**src/rtl/cnn_defs.svh**
```systemverilog
`ifndef CNN_DEFS_SVH
`define CNN_DEFS_SVH

`define CNN_CHANNELS 4   // input channels per tile
`define CNN_KSIZE    3   // kernel side
`define CNN_TSIZE    4   // image tile side
`define CNN_PIX_W    8   // pixel and weight width
`define CNN_SHIFT    6   // window sum scaling before clamp
`define CNN_ACC_W    21  // signed window sum width

`endif

```
**src/rtl/cnn_pkg.sv**
```systemverilog
`default_nettype none

`include "cnn_defs.svh"

package cnn_pkg;

    typedef logic signed [`CNN_PIX_W-1:0] pixel_t;
    typedef logic signed [`CNN_ACC_W-1:0] acc_t;

    typedef logic [$clog2(`CNN_CHANNELS)-1:0] chan_t;
    typedef logic [1:0] coord_t;   // row or column in kernel or tile
    typedef logic [1:0] win_t;     // bit 1 row offset, bit 0 column offset

    typedef pixel_t weight_bank_t [`CNN_CHANNELS][`CNN_KSIZE][`CNN_KSIZE];
    typedef pixel_t tile_t [`CNN_CHANNELS][`CNN_TSIZE][`CNN_TSIZE];

endpackage

`default_nettype wire

```
**src/rtl/cnn_relu_pool.sv**
```systemverilog
`timescale 1ns/1ps
`default_nettype none

`include "cnn_defs.svh"

module cnn_relu_pool (
    input  wire logic          i_clk,
    input  wire logic          i_rst,
    input  wire logic          i_win_valid,
    input  wire logic          i_win_last,
    input  wire cnn_pkg::acc_t i_sum,
    output logic [7:0]         o_data,
    output logic               o_valid
);

    cnn_pkg::acc_t scaled;
    logic [7:0]    clamped;
    logic [7:0]    run_max;
    logic [7:0]    pooled;

    assign scaled = i_sum >>> `CNN_SHIFT;   // arithmetic, keeps sign

    always_comb
    begin
        if (scaled < 0)
            clamped = 8'd0;                 // relu
        else if (scaled > 127)
            clamped = 8'd127;
        else
            clamped = {1'b0, scaled[6:0]};
    end

    assign pooled = (clamped > run_max) ? clamped : run_max;

    always_ff @(posedge i_clk or negedge i_rst)
    begin
        if (!i_rst)
        begin
            run_max <= '0;
            o_data  <= '0;
            o_valid <= 1'b0;
        end
        else
        begin
            o_valid <= 1'b0;
            if (i_win_valid)
            begin
                if (i_win_last)
                begin
                    o_data  <= pooled;
                    o_valid <= 1'b1;
                    run_max <= '0;          // ready for next tile
                end
                else
                    run_max <= pooled;
            end
        end
    end

endmodule

`default_nettype wire

```
**config.mk**
```make
export PLATFORM = sky130hd
export DESIGN_NAME = cnn_relu_pool
export DESIGN_NICKNAME = d
export VERILOG_FILES = /design/src/rtl/cnn_pkg.sv /design/src/rtl/cnn_relu_pool.sv
export VERILOG_INCLUDE_DIRS = /design/src /design/src/rtl
export SDC_FILE = /design/constraint.sdc
export NUM_CORES = 1
export LEC_CHECK = 0
export BUFFER_PORTS_ARGS = -buffer_cell sky130_fd_sc_hd__buf_2
export CELL_PAD_IN_SITES_DETAIL_PLACEMENT = 0
export CELL_PAD_IN_SITES_GLOBAL_PLACEMENT = 1
export CORE_MARGIN = 3
export CORE_UTILIZATION = 39
export DETAILED_ROUTE_END_ITERATION = 6
export PLACE_DENSITY_LB_ADDON = 0.12
export SYNTH_ARGS = -nofsm -noshare
export SYNTH_HDL_FRONTEND = slang
export SYNTH_SLANG_ARGS = --single-unit
```
**constraint.sdc**
```tcl
create_clock -name i_clk -period 4.7 [get_ports i_clk]
set_input_delay 0.47 -clock i_clk [delete_from_list [all_inputs] [get_ports i_clk]]
set_output_delay 0.47 -clock i_clk [all_outputs]
set_load 0.02 [all_outputs]
```
Word level (Yosys, flattened, before mapping):

Cells that the tools add are included.
Widths: inputs -> output; s select.

* order comparisons: 3
* multiplexer cells: 6
* reduce and logical (&&, ||, !) cells: 1

Operator list (number)
* $mux 8: 3
* $gt 15x8->1 const B: 1
* $lt 15x1->1 const B: 1
* $gt 8x8->1: 1
* $mux 7: 1
* $mux 1: 2
* $reduce_and 2->1: 1

* register bits after elaboration: 17
* output and inout port bits: 9
* logic and storage cells: 13

Longest topological paths before layout:

Gate-level depths: netlist (run 1).

* depth after elaboration: 6
* depth in mapped cells: 10
* mapped depth without buffers: 9

Least setup slack after synthesis (run 1):

Ideal clock, no wire load.

* path kind: input-to-reg
* start point: input i_sum[16]
* end point: register run_max[1]
* arrival: 2.798 ns
* required time: 4.578 ns
* setup slack: 1.781 ns
* cell stages on the path: 10
* path through: or4_4 nor4_4 a21oi_1 ha_1 nor2b_1 o211ai_1 a211o_1 clkbuf_1 nand2_2 a32o_1

* word-level cells in the longest chain between the ends: 6
* elaborated cells on any way between the ends: 7
* classes of those cells: order compare (3); mux (4)

Ends and longest elaborated chain
* from (decl): RTL line cnn_relu_pool.sv:11 `input wire cnn_pkg::acc_t i_sum,`
* $gt 15x8->1: RTL line cnn_relu_pool.sv:27 `else if (scaled > 127)`
* $mux 7: RTL line cnn_relu_pool.sv:27
* $mux 8 (*): RTL line cnn_relu_pool.sv:25 `if (scaled < 0)`
* $gt 8x8->1: RTL line cnn_relu_pool.sv:33 `assign pooled = (clamped > run_max) ? clamped : run_max;`
* $mux 8 (*): RTL line cnn_relu_pool.sv:33
* $mux 8 (*): RTL line cnn_relu_pool.sv:48 `if (i_win_last)`
* to (signal assigned): RTL line cnn_relu_pool.sv:55 `run_max <= pooled;`
* to (decl): RTL line cnn_relu_pool.sv:18 `logic [7:0] run_max;`

Mark *: on every way between the ends. The rest lies on a longest branch, timed or not.
A chain may end at the register's enable or synchronous reset.

Worst setup path in the final report (run 1):

Ends and elaborated chain as after synthesis.

==> summary.md, run 1 <==
| Metric | Value |
|---|---|
| Post-synthesis sequential area ratio | `41.3%` |
| Routed Antenna Nets | `0` |
| DR vias/cell | `5.40` |
| Fmax | `0.317 GHz` |
| Cell Area, Placed | `1180 um^2` |
| Max-slew headroom | `46.9%` |
| Cell internal pwr | `0.254 mW` |
| Share of cells above drive strength 1 | `29.3%` |
| Clk Latency, worst-skew pair | `0.28 ns` |
| Ys Warns | `0` |
| Max Cap Viol | `0` |
| Port bufs | `27` |
| RSZ-0062 raised after global routing | `no` |
| Crit. End Element | `flop` |
| Diodes inserted | `0` |
| Worst-path cell chain | `buf_2 -> or4_4 -> nor4_4 -> a21oi_1 -> ha_1 -> nor2b_1 -> o211ai_1 -> a211oi_1 -> o31ai_2 -> a32o_1` |
| Total core area | `2360 um^2` |
| DRT Pass-1 Iters | `4` |
| CP max stage delay | `0.67 ns` |
| Most numerous cell in the Yosys netlist | `dfrtp_1` |
| Root Driver | `clkbuf_4` |
| TNS Setup | `0 ns` |
| Synth top cells by count | `dfrtp_1, inv_1, a21oi_1` |
| Ranking of synthesized cells by area | `dfrtp_1, ha_1, a32o_1, inv_1, a31oi_1` |
| CTS tree | `built` |
| Slew Limit Fails | `0` |
| Outcome | `finished clean` |
| # clock sinks | `17` |
| Net Switching | `0.140 mW` |
| Dominant synthesized flop cell | `dfrtp_1` |
| Setup violations, final | `0` |
| Leak | `0.571 nW` |
| Clock skew | `0.00247 ns` |
| Post-route cell area | `1210 um^2` |
| Yosys reg bits | `17` |
| Synth unique cells | `30` |
| Syn Inst Count | `106` |
| Sequential share of power | `46.0%` |
| Buffers & Inverters on Critical Path | `1` |
| Post-synth ARST share | `100%` |
| Required time of the critical path | `4.88 ns` |
| # DRC | `0` |
| Dominant cell type by area after synthesis | `dfrtp_1` |
| Clock network fraction of total power | `19.2%` |
| Combinational power share | `34.8%` |
| Grt total ovfl | `0` |
| Final net count | `166` |
| Largest net degree at the start of global routing | `18` |
| Sw frac | `35.6%` |
| H-tree levels | `1` |
| Share of the synthesized area in the top cell type | `41.3%` |
| Critical Path Fanout Max | `7` |
| VDD IR max | `0.000213 V` |
| Post-DP HPWL | `1770 um` |
| Num rows | `17` |
| Post-CTS Setup Repair Bufs | `0` |
| GRT Resource Usage Total | `13.9%` |
| Reg clk slew, reported paths | `0.09 ns` |
| Initial Util | `43.6%` |
| Average cell area after synthesis | `9.71 um^2` |
| Fraction of the cycle the final worst path needs | `67.1%` |
| Final hold violations | `0` |
| Slew @ Worst Pin | `0.792 ns` |
| Vias | `870` |
| Number of flops mapped to enable cells by yosys | `0` |
| DR WL/cell | `13.3 um` |
| Resized cells post-CTS | `0` |
| CP delay by family, top | `compound AO/OA/AOI/OAI gates` |
| Wire length of the first global-routing pass | `3630 um` |
| DIE WIDTH | `57.4 um` |
| Top-level port count | `34` |
| CTS Hold Bufs | `0` |
| Routed wire length | `2140 um` |
| Area Growth Syn to Fin | `17.5%` |
| Starting DRT DRC Count | `29` |
| Tmin final | `3.15 ns` |
| Cell area after synthesis | `1030 um^2` |
| GP Congestion | `0.787` |
| Crit-path slowest cell | `a211oi_1` |
| Initial antenna violation count | `0` |
| Worst setup SP type | `primary input` |
| HP Class | `primary input to asynchronous set/reset pin` |
| Net Count, Synth | `138` |
| Max Root-Sink Buffers | `2` |
| PD cells | `326 nW/um^2` |
| Crit Path Category | `primary input to flop` |
| CP arrival | `3.33 ns` |
| Full die area | `3290 um^2` |
| Die Span Y | `57.4 um` |
| Vias in the first global route | `786` |
| Cts bufs inserted | `3` |
==> registers in the layout (all words and copies together), names as in the netlist <==
signal   flops
o_data       8
o_valid      1
run_max      8
==> per-layer routing <==
metal	wire length, um	up-vias	track usage, %
li1	-	444	-
met1	934	404	18.4
met2	1080	22	22.7
met3	122	0	4.75
met4	0	0	0.993
met5	0	-	0
==> area by class of cell <==
type	instances	area, um^2
flip-flops and latches	17	425
multi-input cells	72	539
repair buffers	27	135
well taps	28	35.0
fillers	229	1150
clock buffers	4	26.3
inverters	13	48.8
==> power groups by stage <==
stage               Clock [mW]  Combinational [mW]  Sequential, mW
floorplan                    0              0.0820           0.199
global placement             0               0.137           0.184
detailed placement           0               0.139           0.185
CTS                     0.0796               0.139           0.182
global route            0.0856               0.153           0.185
finish                  0.0759               0.137           0.182
==> cell usage in the layout, fill, tap and decap left out, drive strengths merged, types with 4 or more instances in the layout <==
| cell | netlist | layout |
|---|---|---|
| a31oi | 7 | 7 |
| nand3 | 7 | 7 |
| dfrtp | 17 | 17 |
| inv | 13 | 13 |
| a32o | 6 | 6 |
| buf | 1 | 27 |
| nor2 | 8 | 8 |
| clkbuf | 3 | 4 |
| o21ai | 6 | 6 |
| a21oi | 8 | 8 |
| ha | 7 | 7 |
==> stage by stage <==
| step | utilization, % | hold WS, ns | instances | setup WS [ns] | power [mW] |
|---|---|---|---|---|---|
| floorplan | - | 0.174 | 106 | 1.78 | 0.281 |
| global placement | 50.1 | 0.412 | 157 | 1.33 | 0.321 |
| detailed placement | 50.1 | 0.419 | 157 | 1.27 | 0.324 |
| CTS | 51.2 | 0.100 | 161 | 1.58 | 0.401 |
| global route | 51.2 | 0.104 | 161 | 1.38 | 0.424 |
| finish | 51.2 | 0.0869 | 161 | 1.55 | 0.395 |
==> logic make-up after synthesis <==
logic type | Yosys count | synth area share, %
DFF | 17 | 41.3
and+or+nand+nor | 29 | 18.6
muxes | 1 | 1.09
AOI/OAI and AO/OA | 35 | 24.2
adders and majority gates | 7 | 8.51
buffers and inverters | 17 | 6.32
==> worst paths after layout <==
path | start | endpoint | slack, ns | cells after the start
worst max-delay path | i_sum[16] | run_max[1] | 1.55 | 10
min in group i_clk | o_data[7] | o_data[7] | 0.52 | 1
worst min-delay path | i_rst | run_max[5] | 0.09 | 1
worst max register to register | run_max[1] | run_max[1] | 2.47 | 7
worst min register to register | o_data[7] | o_data[7] | 0.52 | 1
max in group asynchronous | i_rst | run_max[0] | 4.34 | 1
(Power assumes the default switching activity.)
==> run 2: changes to the inputs <==
--- a/config.mk
+++ b/config.mk
@@ -6,11 +6,12 @@
 export SDC_FILE = /design/constraint.sdc
 export NUM_CORES = 1
 export LEC_CHECK = 0
+export ABC_AREA = 1
 export BUFFER_PORTS_ARGS = -buffer_cell sky130_fd_sc_hd__buf_2
 export CELL_PAD_IN_SITES_DETAIL_PLACEMENT = 0
 export CELL_PAD_IN_SITES_GLOBAL_PLACEMENT = 1
 export CORE_MARGIN = 3
-export CORE_UTILIZATION = 39
+export CORE_UTILIZATION = 31
 export DETAILED_ROUTE_END_ITERATION = 6
 export PLACE_DENSITY_LB_ADDON = 0.12
 export SYNTH_ARGS = -nofsm -noshare
==> constraint.sdc (replaced) <==
create_clock -name i_clk -period 2.7 [get_ports i_clk]
set_input_delay 0.27 -clock i_clk [delete_from_list [all_inputs] [get_ports i_clk]]
set_output_delay 0.27 -clock i_clk [all_outputs]
set_load 0.02 [all_outputs]
==> summary.md, run 2 <==
| Metric | Value |
|---|---|
| Outcome | `finished clean` |
| VDD IR max | `0.000337 V` |
| DR vias/cell | `4.48` |
| Crit. End Element | `flop` |
| Share of cells above drive strength 1 | `21.2%` |
| Post-synthesis sequential area ratio | `39.5%` |
| CP max stage delay | `0.38 ns` |
| Port bufs | `27` |
| Clk Latency, worst-skew pair | `0.28 ns` |
| HP Class | `primary input to flop` |
| Setup violations, final | `0` |
| Synth top cells by count | `nand2_1, nand3_1, inv_1, dfrtp_1, ha_1` |
| Slew Limit Fails | `0` |
| Share of the synthesized area in the top cell type | `39.5%` |
| Routed wire length | `2430 um` |
| Post-CTS Setup Repair Bufs | `0` |
| Register Area | `425 um^2` |
| Worst-path cell chain | `buf_2 -> nor3_2 -> nand3_1 -> nand2_1 -> inv_1 -> ha_1 -> inv_2 -> nor3_4 -> nand4_4 -> nand2_4 -> nand2_1 -> nand3_1 -> nand2_1` |
| Reg clk slew, reported paths | `0.09 ns` |
| Most common cell after layout, fill and taps aside | `nand2_1` |
| # clock sinks | `17` |
| Clock network fraction of total power | `16.4%` |
| Fraction of the cycle the final worst path needs | `75.7%` |
| Vias | `1000` |
| Max Root-Sink Buffers | `2` |
| RSZ-0062 raised after global routing | `no` |
| DRT Pass-1 Iters | `4` |
| Internal reg-to-reg setup slack | `0.96 ns` |
| Ys Warns | `0` |
| Top Registers | `o_data x8, run_max x8, o_valid x1` |
| Sw frac | `40.3%` |
| Post-synth ARST share | `100%` |
| Max Cap Viol | `0` |
| Slew @ Worst Pin | `0.517 ns` |
| Final net count | `212` |
| Reg2Reg Launch Point | `run_max[6]` |
| TNS Setup | `0 ns` |
| Crit path top cell by count | `nand2_1` |
| Tmin final | `2.04 ns` |
| Final hold violations | `0` |
| Placed cell count | `218` |
| # DRC | `0` |
| Average cell area after synthesis | `7.28 um^2` |
| Critical path launch point | `i_sum[14]` |
| Required time of the critical path | `2.87 ns` |
| Net Count, Synth | `180` |
| Cell internal pwr | `0.480 mW` |
| Wire length of the first global-routing pass | `4300 um` |
| Vias in the first global route | `1003` |
| Syn Inst Count | `148` |
| Root Driver | `clkbuf_4` |
| Yosys reg bits | `17` |
| Crit-path slowest cell | `nor3_2` |
| Resized cells post-CTS | `0` |
| Clock skew | `0.00402 ns` |
| Fill cells | `353` |
| Num rows | `20` |
| CP delay by family, top | `simple AND/OR/NAND/NOR gates` |
| Total core area | `3180 um^2` |
| H-tree levels | `1` |
| Full die area | `4220 um^2` |
| Sequential share of power | `41.8%` |
| GRT Resource Usage Total | `13.0%` |
| CTS Hold Bufs | `1` |
| Cell area after synthesis | `1080 um^2` |
| Die Span Y | `65.0 um` |
| Starting DRT DRC Count | `26` |
| Worst setup SP type | `primary input` |
| CTS tree | `built` |
| Dominant synthesized flop cell | `dfrtp_1` |
| Area Growth Syn to Fin | `20.7%` |
| CP arrival | `2.22 ns` |
| Multi-input logic area | `543 um^2` |
| Number of flops mapped to enable cells by yosys | `0` |
| Routed Antenna Nets | `0` |
| Critical Path Fanout Max | `8` |
| Largest net degree at the start of global routing | `18` |
| Most numerous cell in the Yosys netlist | `nand2_1` |
| Leak | `0.763 nW` |
| Grt total ovfl | `0` |
| Top-level port count | `34` |
| Crit Path Category | `primary input to flop` |
| Net Switching | `0.324 mW` |
| Fmax | `0.489 GHz` |
| PD cells | `619 nW/um^2` |
| Highest-count cells in the layout ignoring fill and taps | `nand2_1, nand3_1, buf_2` |
| Initial Util | `33.9%` |
| Ranking of synthesized cells by area | `dfrtp_1, nand2_1, nand3_1, inv_1, ha_1` |
| Post-DP HPWL | `1980 um` |
| Core Util, Final | `40.9%` |
| HP Start | `i_win_valid` |
| Diodes inserted | `0` |
| Max-slew headroom | `65.4%` |
| Dominant cell type by area after synthesis | `dfrtp_1` |
| DR WL/cell | `10.9 um` |
| Initial antenna violation count | `0` |
| Cts bufs inserted | `3` |
| Combinational power share | `41.8%` |
| Synth unique cells | `17` |
| GP Congestion | `0.700` |
| DIE WIDTH | `65.0 um` |
| Final Non-Filler Cells | `223` |
| Buffers & Inverters on Critical Path | `3` |
## run 2: cell type report
type | count | area share, %
flip-flops and latches | 17 | 32.7
clock buffers | 4 | 2.02
inverters | 28 | 8.08
well taps | 44 | 4.23
multi-input cells | 102 | 41.8
repair buffers | 28 | 11.2
## run 2: power by group through the flow
stage	sequential, mW	combinational, mW	clock [mW]
CTS	0.335	0.340	0.140
detailed placement	0.341	0.338	0
global placement	0.338	0.332	0
finish	0.336	0.336	0.132
floorplan	0.378	0.202	0
global route	0.343	0.388	0.153
## run 2: metal layers
layer / global-route usage, % / vias to the layer above / routed length (um) / share of wire (%)
met2: 24.8 / 10 / 1330 / 55
met1: 14.8 / 468 / 1050 / 43
met4: 0.792 / 0 / 0 / 0
met3: 3.64 / 0 / 58 / 2.4
li1: - / 522 / - / -
met5: 0 / - / 0 / 0
## run 2: stage by stage
step	hold slack, ns	power [mW]	cell area [um^2]	worst slack [ns]
after detailed placement	0.213	0.679	1260	0.336
after CTS	0.359	0.816	1300	0.645
final	0.373	0.804	1300	0.655
after global routing	0.382	0.884	1300	0.409
after floorplan	-0.0256	0.580	1080	0.704
after global placement	0.212	0.670	1260	0.387
## run 2: worst reg2reg max path, cell delays in order, from the launching register on
cell and delay, ns:
dfrtp_1 0.36, inv_1 0.06, ha_1 0.33, inv_2 0.06
nor3_4 0.23, nand4_4 0.18, nand2_4 0.17, nand2_1 0.09
nand3_1 0.09, nand2_1 0.06
## run 2: cell families after synthesis
family	count (synthesis)	synth area share, %
AND/OR/NAND/NOR	92	40.9
buffers and inverters	29	10.1
flip-flops	17	39.5
adder cells (fa/ha/maj)	7	8.13
AO/OA/AOI/OAI	3	1.39
## run 2: path summary, 6_finish.rpt
path | cells past startpoint | end
setup / recovery | 13 | o_data[3]
hold / removal | 4 | run_max[5]
setup reg to reg | 9 | o_data[3]
hold reg to reg | 2 | o_data[0]
max in group asynchronous | 2 | o_data[3]
min in group asynchronous | 2 | run_max[6]
==> run 3: changes to the inputs <==
==> constraint.sdc (replaced) <==
create_clock -name i_clk -period 1.7 [get_ports i_clk]
set_input_delay 0.17 -clock i_clk [delete_from_list [all_inputs] [get_ports i_clk]]
set_output_delay 0.17 -clock i_clk [all_outputs]
set_load 0.02 [all_outputs]
==> summary.md, run 3 (synthesized netlist as in run 2, its figures left out) <==
| Metric | Value |
|---|---|
| Outcome | `finished with violations` |
| Failing checks | `setup timing` |
| Crit Path Category | `primary input to flop` |
| Routed wire length | `2680 um` |
| Reg2reg path depth | `10` |
| Vias in the first global route | `1054` |
| CP delay by family, top | `simple AND/OR/NAND/NOR gates` |
| Routed Antenna Nets | `0` |
| Vias | `1100` |
| Internal reg-to-reg setup slack | `0.03 ns` |
| Clk Latency, worst-skew pair | `0.29 ns` |
| Area Growth Syn to Fin | `52.8%` |
| Cts bufs inserted | `3` |
| Core Util, Final | `51.8%` |
| CTS tree | `built` |
| Sequential share of power | `36.0%` |
| Final Non-Filler Cells | `244` |
| Initial antenna violation count | `0` |
| Wire length of the first global-routing pass | `4530 um` |
| DR vias/cell | `4.51` |
| Num rows | `20` |
| Full die area | `4220 um^2` |
| Net Switching | `0.599 mW` |
| Critical path launch point | `i_sum[13]` |
| Port bufs | `27` |
| GP Congestion | `0.775` |
| Hold path depth | `4` |
| Final total power | `1.47 mW` |
| Final hold violations | `0` |
| Initial Util | `33.9%` |
| Fraction of the cycle the final worst path needs | `102%` |
| Starting DRT DRC Count | `38` |
| Sw frac | `40.7%` |
| CP max stage delay | `0.26 ns` |
| Crit. End Element | `flop` |
| Diodes inserted | `0` |
| Total core area | `3180 um^2` |
| Final worst setup slack | `-0.0291 ns` |
| Slew Limit Fails | `0` |
| Slew @ Worst Pin | `0.530 ns` |
| Crit-path slowest cell | `ha_4` |
| Cell Area, Placed | `1350 um^2` |
| Reg clk slew, reported paths | `0.10 ns` |
| DIE WIDTH | `65.0 um` |
| DR WL/cell | `11.0 um` |
| Worst setup SP type | `primary input` |
| VDD IR max | `0.000678 V` |
| PD cells | `894 nW/um^2` |
| Required time of the critical path | `1.89 ns` |
| HP Start | `i_win_last` |
| GRT Resource Usage Total | `13.7%` |
| Post-route cell area | `1650 um^2` |
| RSZ-0062 raised after global routing | `yes` |
| Top-level port count | `34` |
| Final net count | `233` |
| Cell internal pwr | `0.872 mW` |
| Multi-input logic area | `716 um^2` |
| Die Span Y | `65.0 um` |
| # DRC | `0` |
| Post-DP HPWL | `1980 um` |
| Clock skew | `0.00257 ns` |
| Largest net degree at the start of global routing | `18` |
| Tmin final | `1.73 ns` |
| Reg2Reg Launch Point | `run_max[3]` |
| Fill cells | `332` |
| Worst-path cell chain | `buf_2 -> nor3_4 -> buf_6 -> nand3_2 -> nand2_2 -> inv_2 -> ha_4 -> nand2_2 -> inv_2 -> buf_6 -> nand4_4 -> nand2_8 -> nand2_1 -> nand3_1 -> nand2_1` |
| Buffers & Inverters on Critical Path | `5` |
| Critical Path Fanout Max | `8` |
| Leak | `0.887 nW` |
| Setup violations, final | `13` |
| H-tree levels | `1` |
| Grt total ovfl | `0` |
| HP Class | `primary input to flop` |
| Share of cells above drive strength 1 | `47.0%` |
| Placed cell count | `226` |
| Hold Crit Endpoint | `run_max[4]` |
| Highest-count cells in the layout ignoring fill and taps | `nand2_1, buf_2, inv_1` |
| DRT Pass-1 Iters | `4` |
| Root Driver | `clkbuf_4` |
| R2r endpoint | `o_data[6]` |
| Number of cells on the critical path | `15` |
| Most common cell after layout, fill and taps aside | `nand2_1` |
| Max Cap Viol | `0` |
| # clock sinks | `17` |
| Max Root-Sink Buffers | `2` |
| Max-slew headroom | `64.5%` |
| Combinational power share | `49.5%` |
| Top Registers | `o_data x8, run_max x8, o_valid x1` |
| Register Area | `425 um^2` |
| Clock network fraction of total power | `14.5%` |
| CP arrival | `1.92 ns` |
| Fmax | `0.578 GHz` |
-- run 3: changes by cell type in the layout (fill, tap and decap cells not counted), moves of 3 or more --
cell and delta:
nand2_1 -12, buf_6 +3, inv_1 -6, nand3_2 +10, ha_1 -5, nand3_1 -10
nand2_2 +10, inv_2 +5, buf_4 +19, ha_4 +5
-- run 3: repair_timing --
action | 4_1_cts | 5_1_grt
pin swaps | 7 | 9
setup endpoints to repair | 14 | 14
buffers inserted | 10 | 3
hold buffers | 1 | 0
hold endpoints to repair | 17 | 0
resized for setup | 17 | 22
-- run 3: layer usage --
layer | part of all wire [%] | routed length (um) | vias to the layer above | track usage, %
met5 | 0 | 0 | - | 0
met4 | 1.7 | 46 | 0 | 3.43
met3 | 3.4 | 92 | 4 | 3.29
met2 | 50 | 1350 | 19 | 23.4
met1 | 44 | 1190 | 508 | 17.2
li1 | - | - | 569 | -
-- run 3: tightest hold or removal path: cells and delay by family --
family / cells / cell delay, ns
buffers and inverters: 1 / 0.09
AND/OR/NAND/NOR: 3 / 0.26
-- run 3: cell type report --
type | count | share of cell area, %
timing repair buffer | 49 | 19.2
sequential | 17 | 25.8
multi-input combinational | 102 | 43.5
inverter | 28 | 6.53
clock buffer | 4 | 1.60
tap | 44 | 3.34
-- run 3: stage by stage --
| stage | hold slack [ns] | worst slack, ns | TNS (ns) |
|---|---|---|---|
| 2_1_floorplan | -0.126 | -0.110 | -1.48 |
| 3_3_place_gp | 0.108 | -0.371 | -4.80 |
| 3_5_place_dp | 0.114 | -0.434 | -5.72 |
| 4_1_cts | 0.251 | 0.00307 | 0 |
| 5_1_grt | 0.259 | -0.157 | -1.87 |
| 6_report | 0.259 | -0.0291 | -0.197 |
-- run 3: how the worst max path moves through the flow --
stage,endpoint
6_report,o_data[6]
5_1_grt,o_data[1]
4_1_cts,run_max[3]
3_5_place_dp,o_data[3]
3_3_place_gp,o_data[3]
2_1_floorplan,o_data[5]
-- run 3: power groups by stage --
stage / Sequential, mW / Clock [mW] / Combinational (mW)
6_report: 0.529 / 0.214 / 0.728
5_1_grt: 0.542 / 0.245 / 0.815
4_1_cts: 0.531 / 0.226 / 0.652
3_5_place_dp: 0.539 / 0 / 0.582
3_3_place_gp: 0.536 / 0 / 0.578
2_1_floorplan: 0.600 / 0 / 0.339
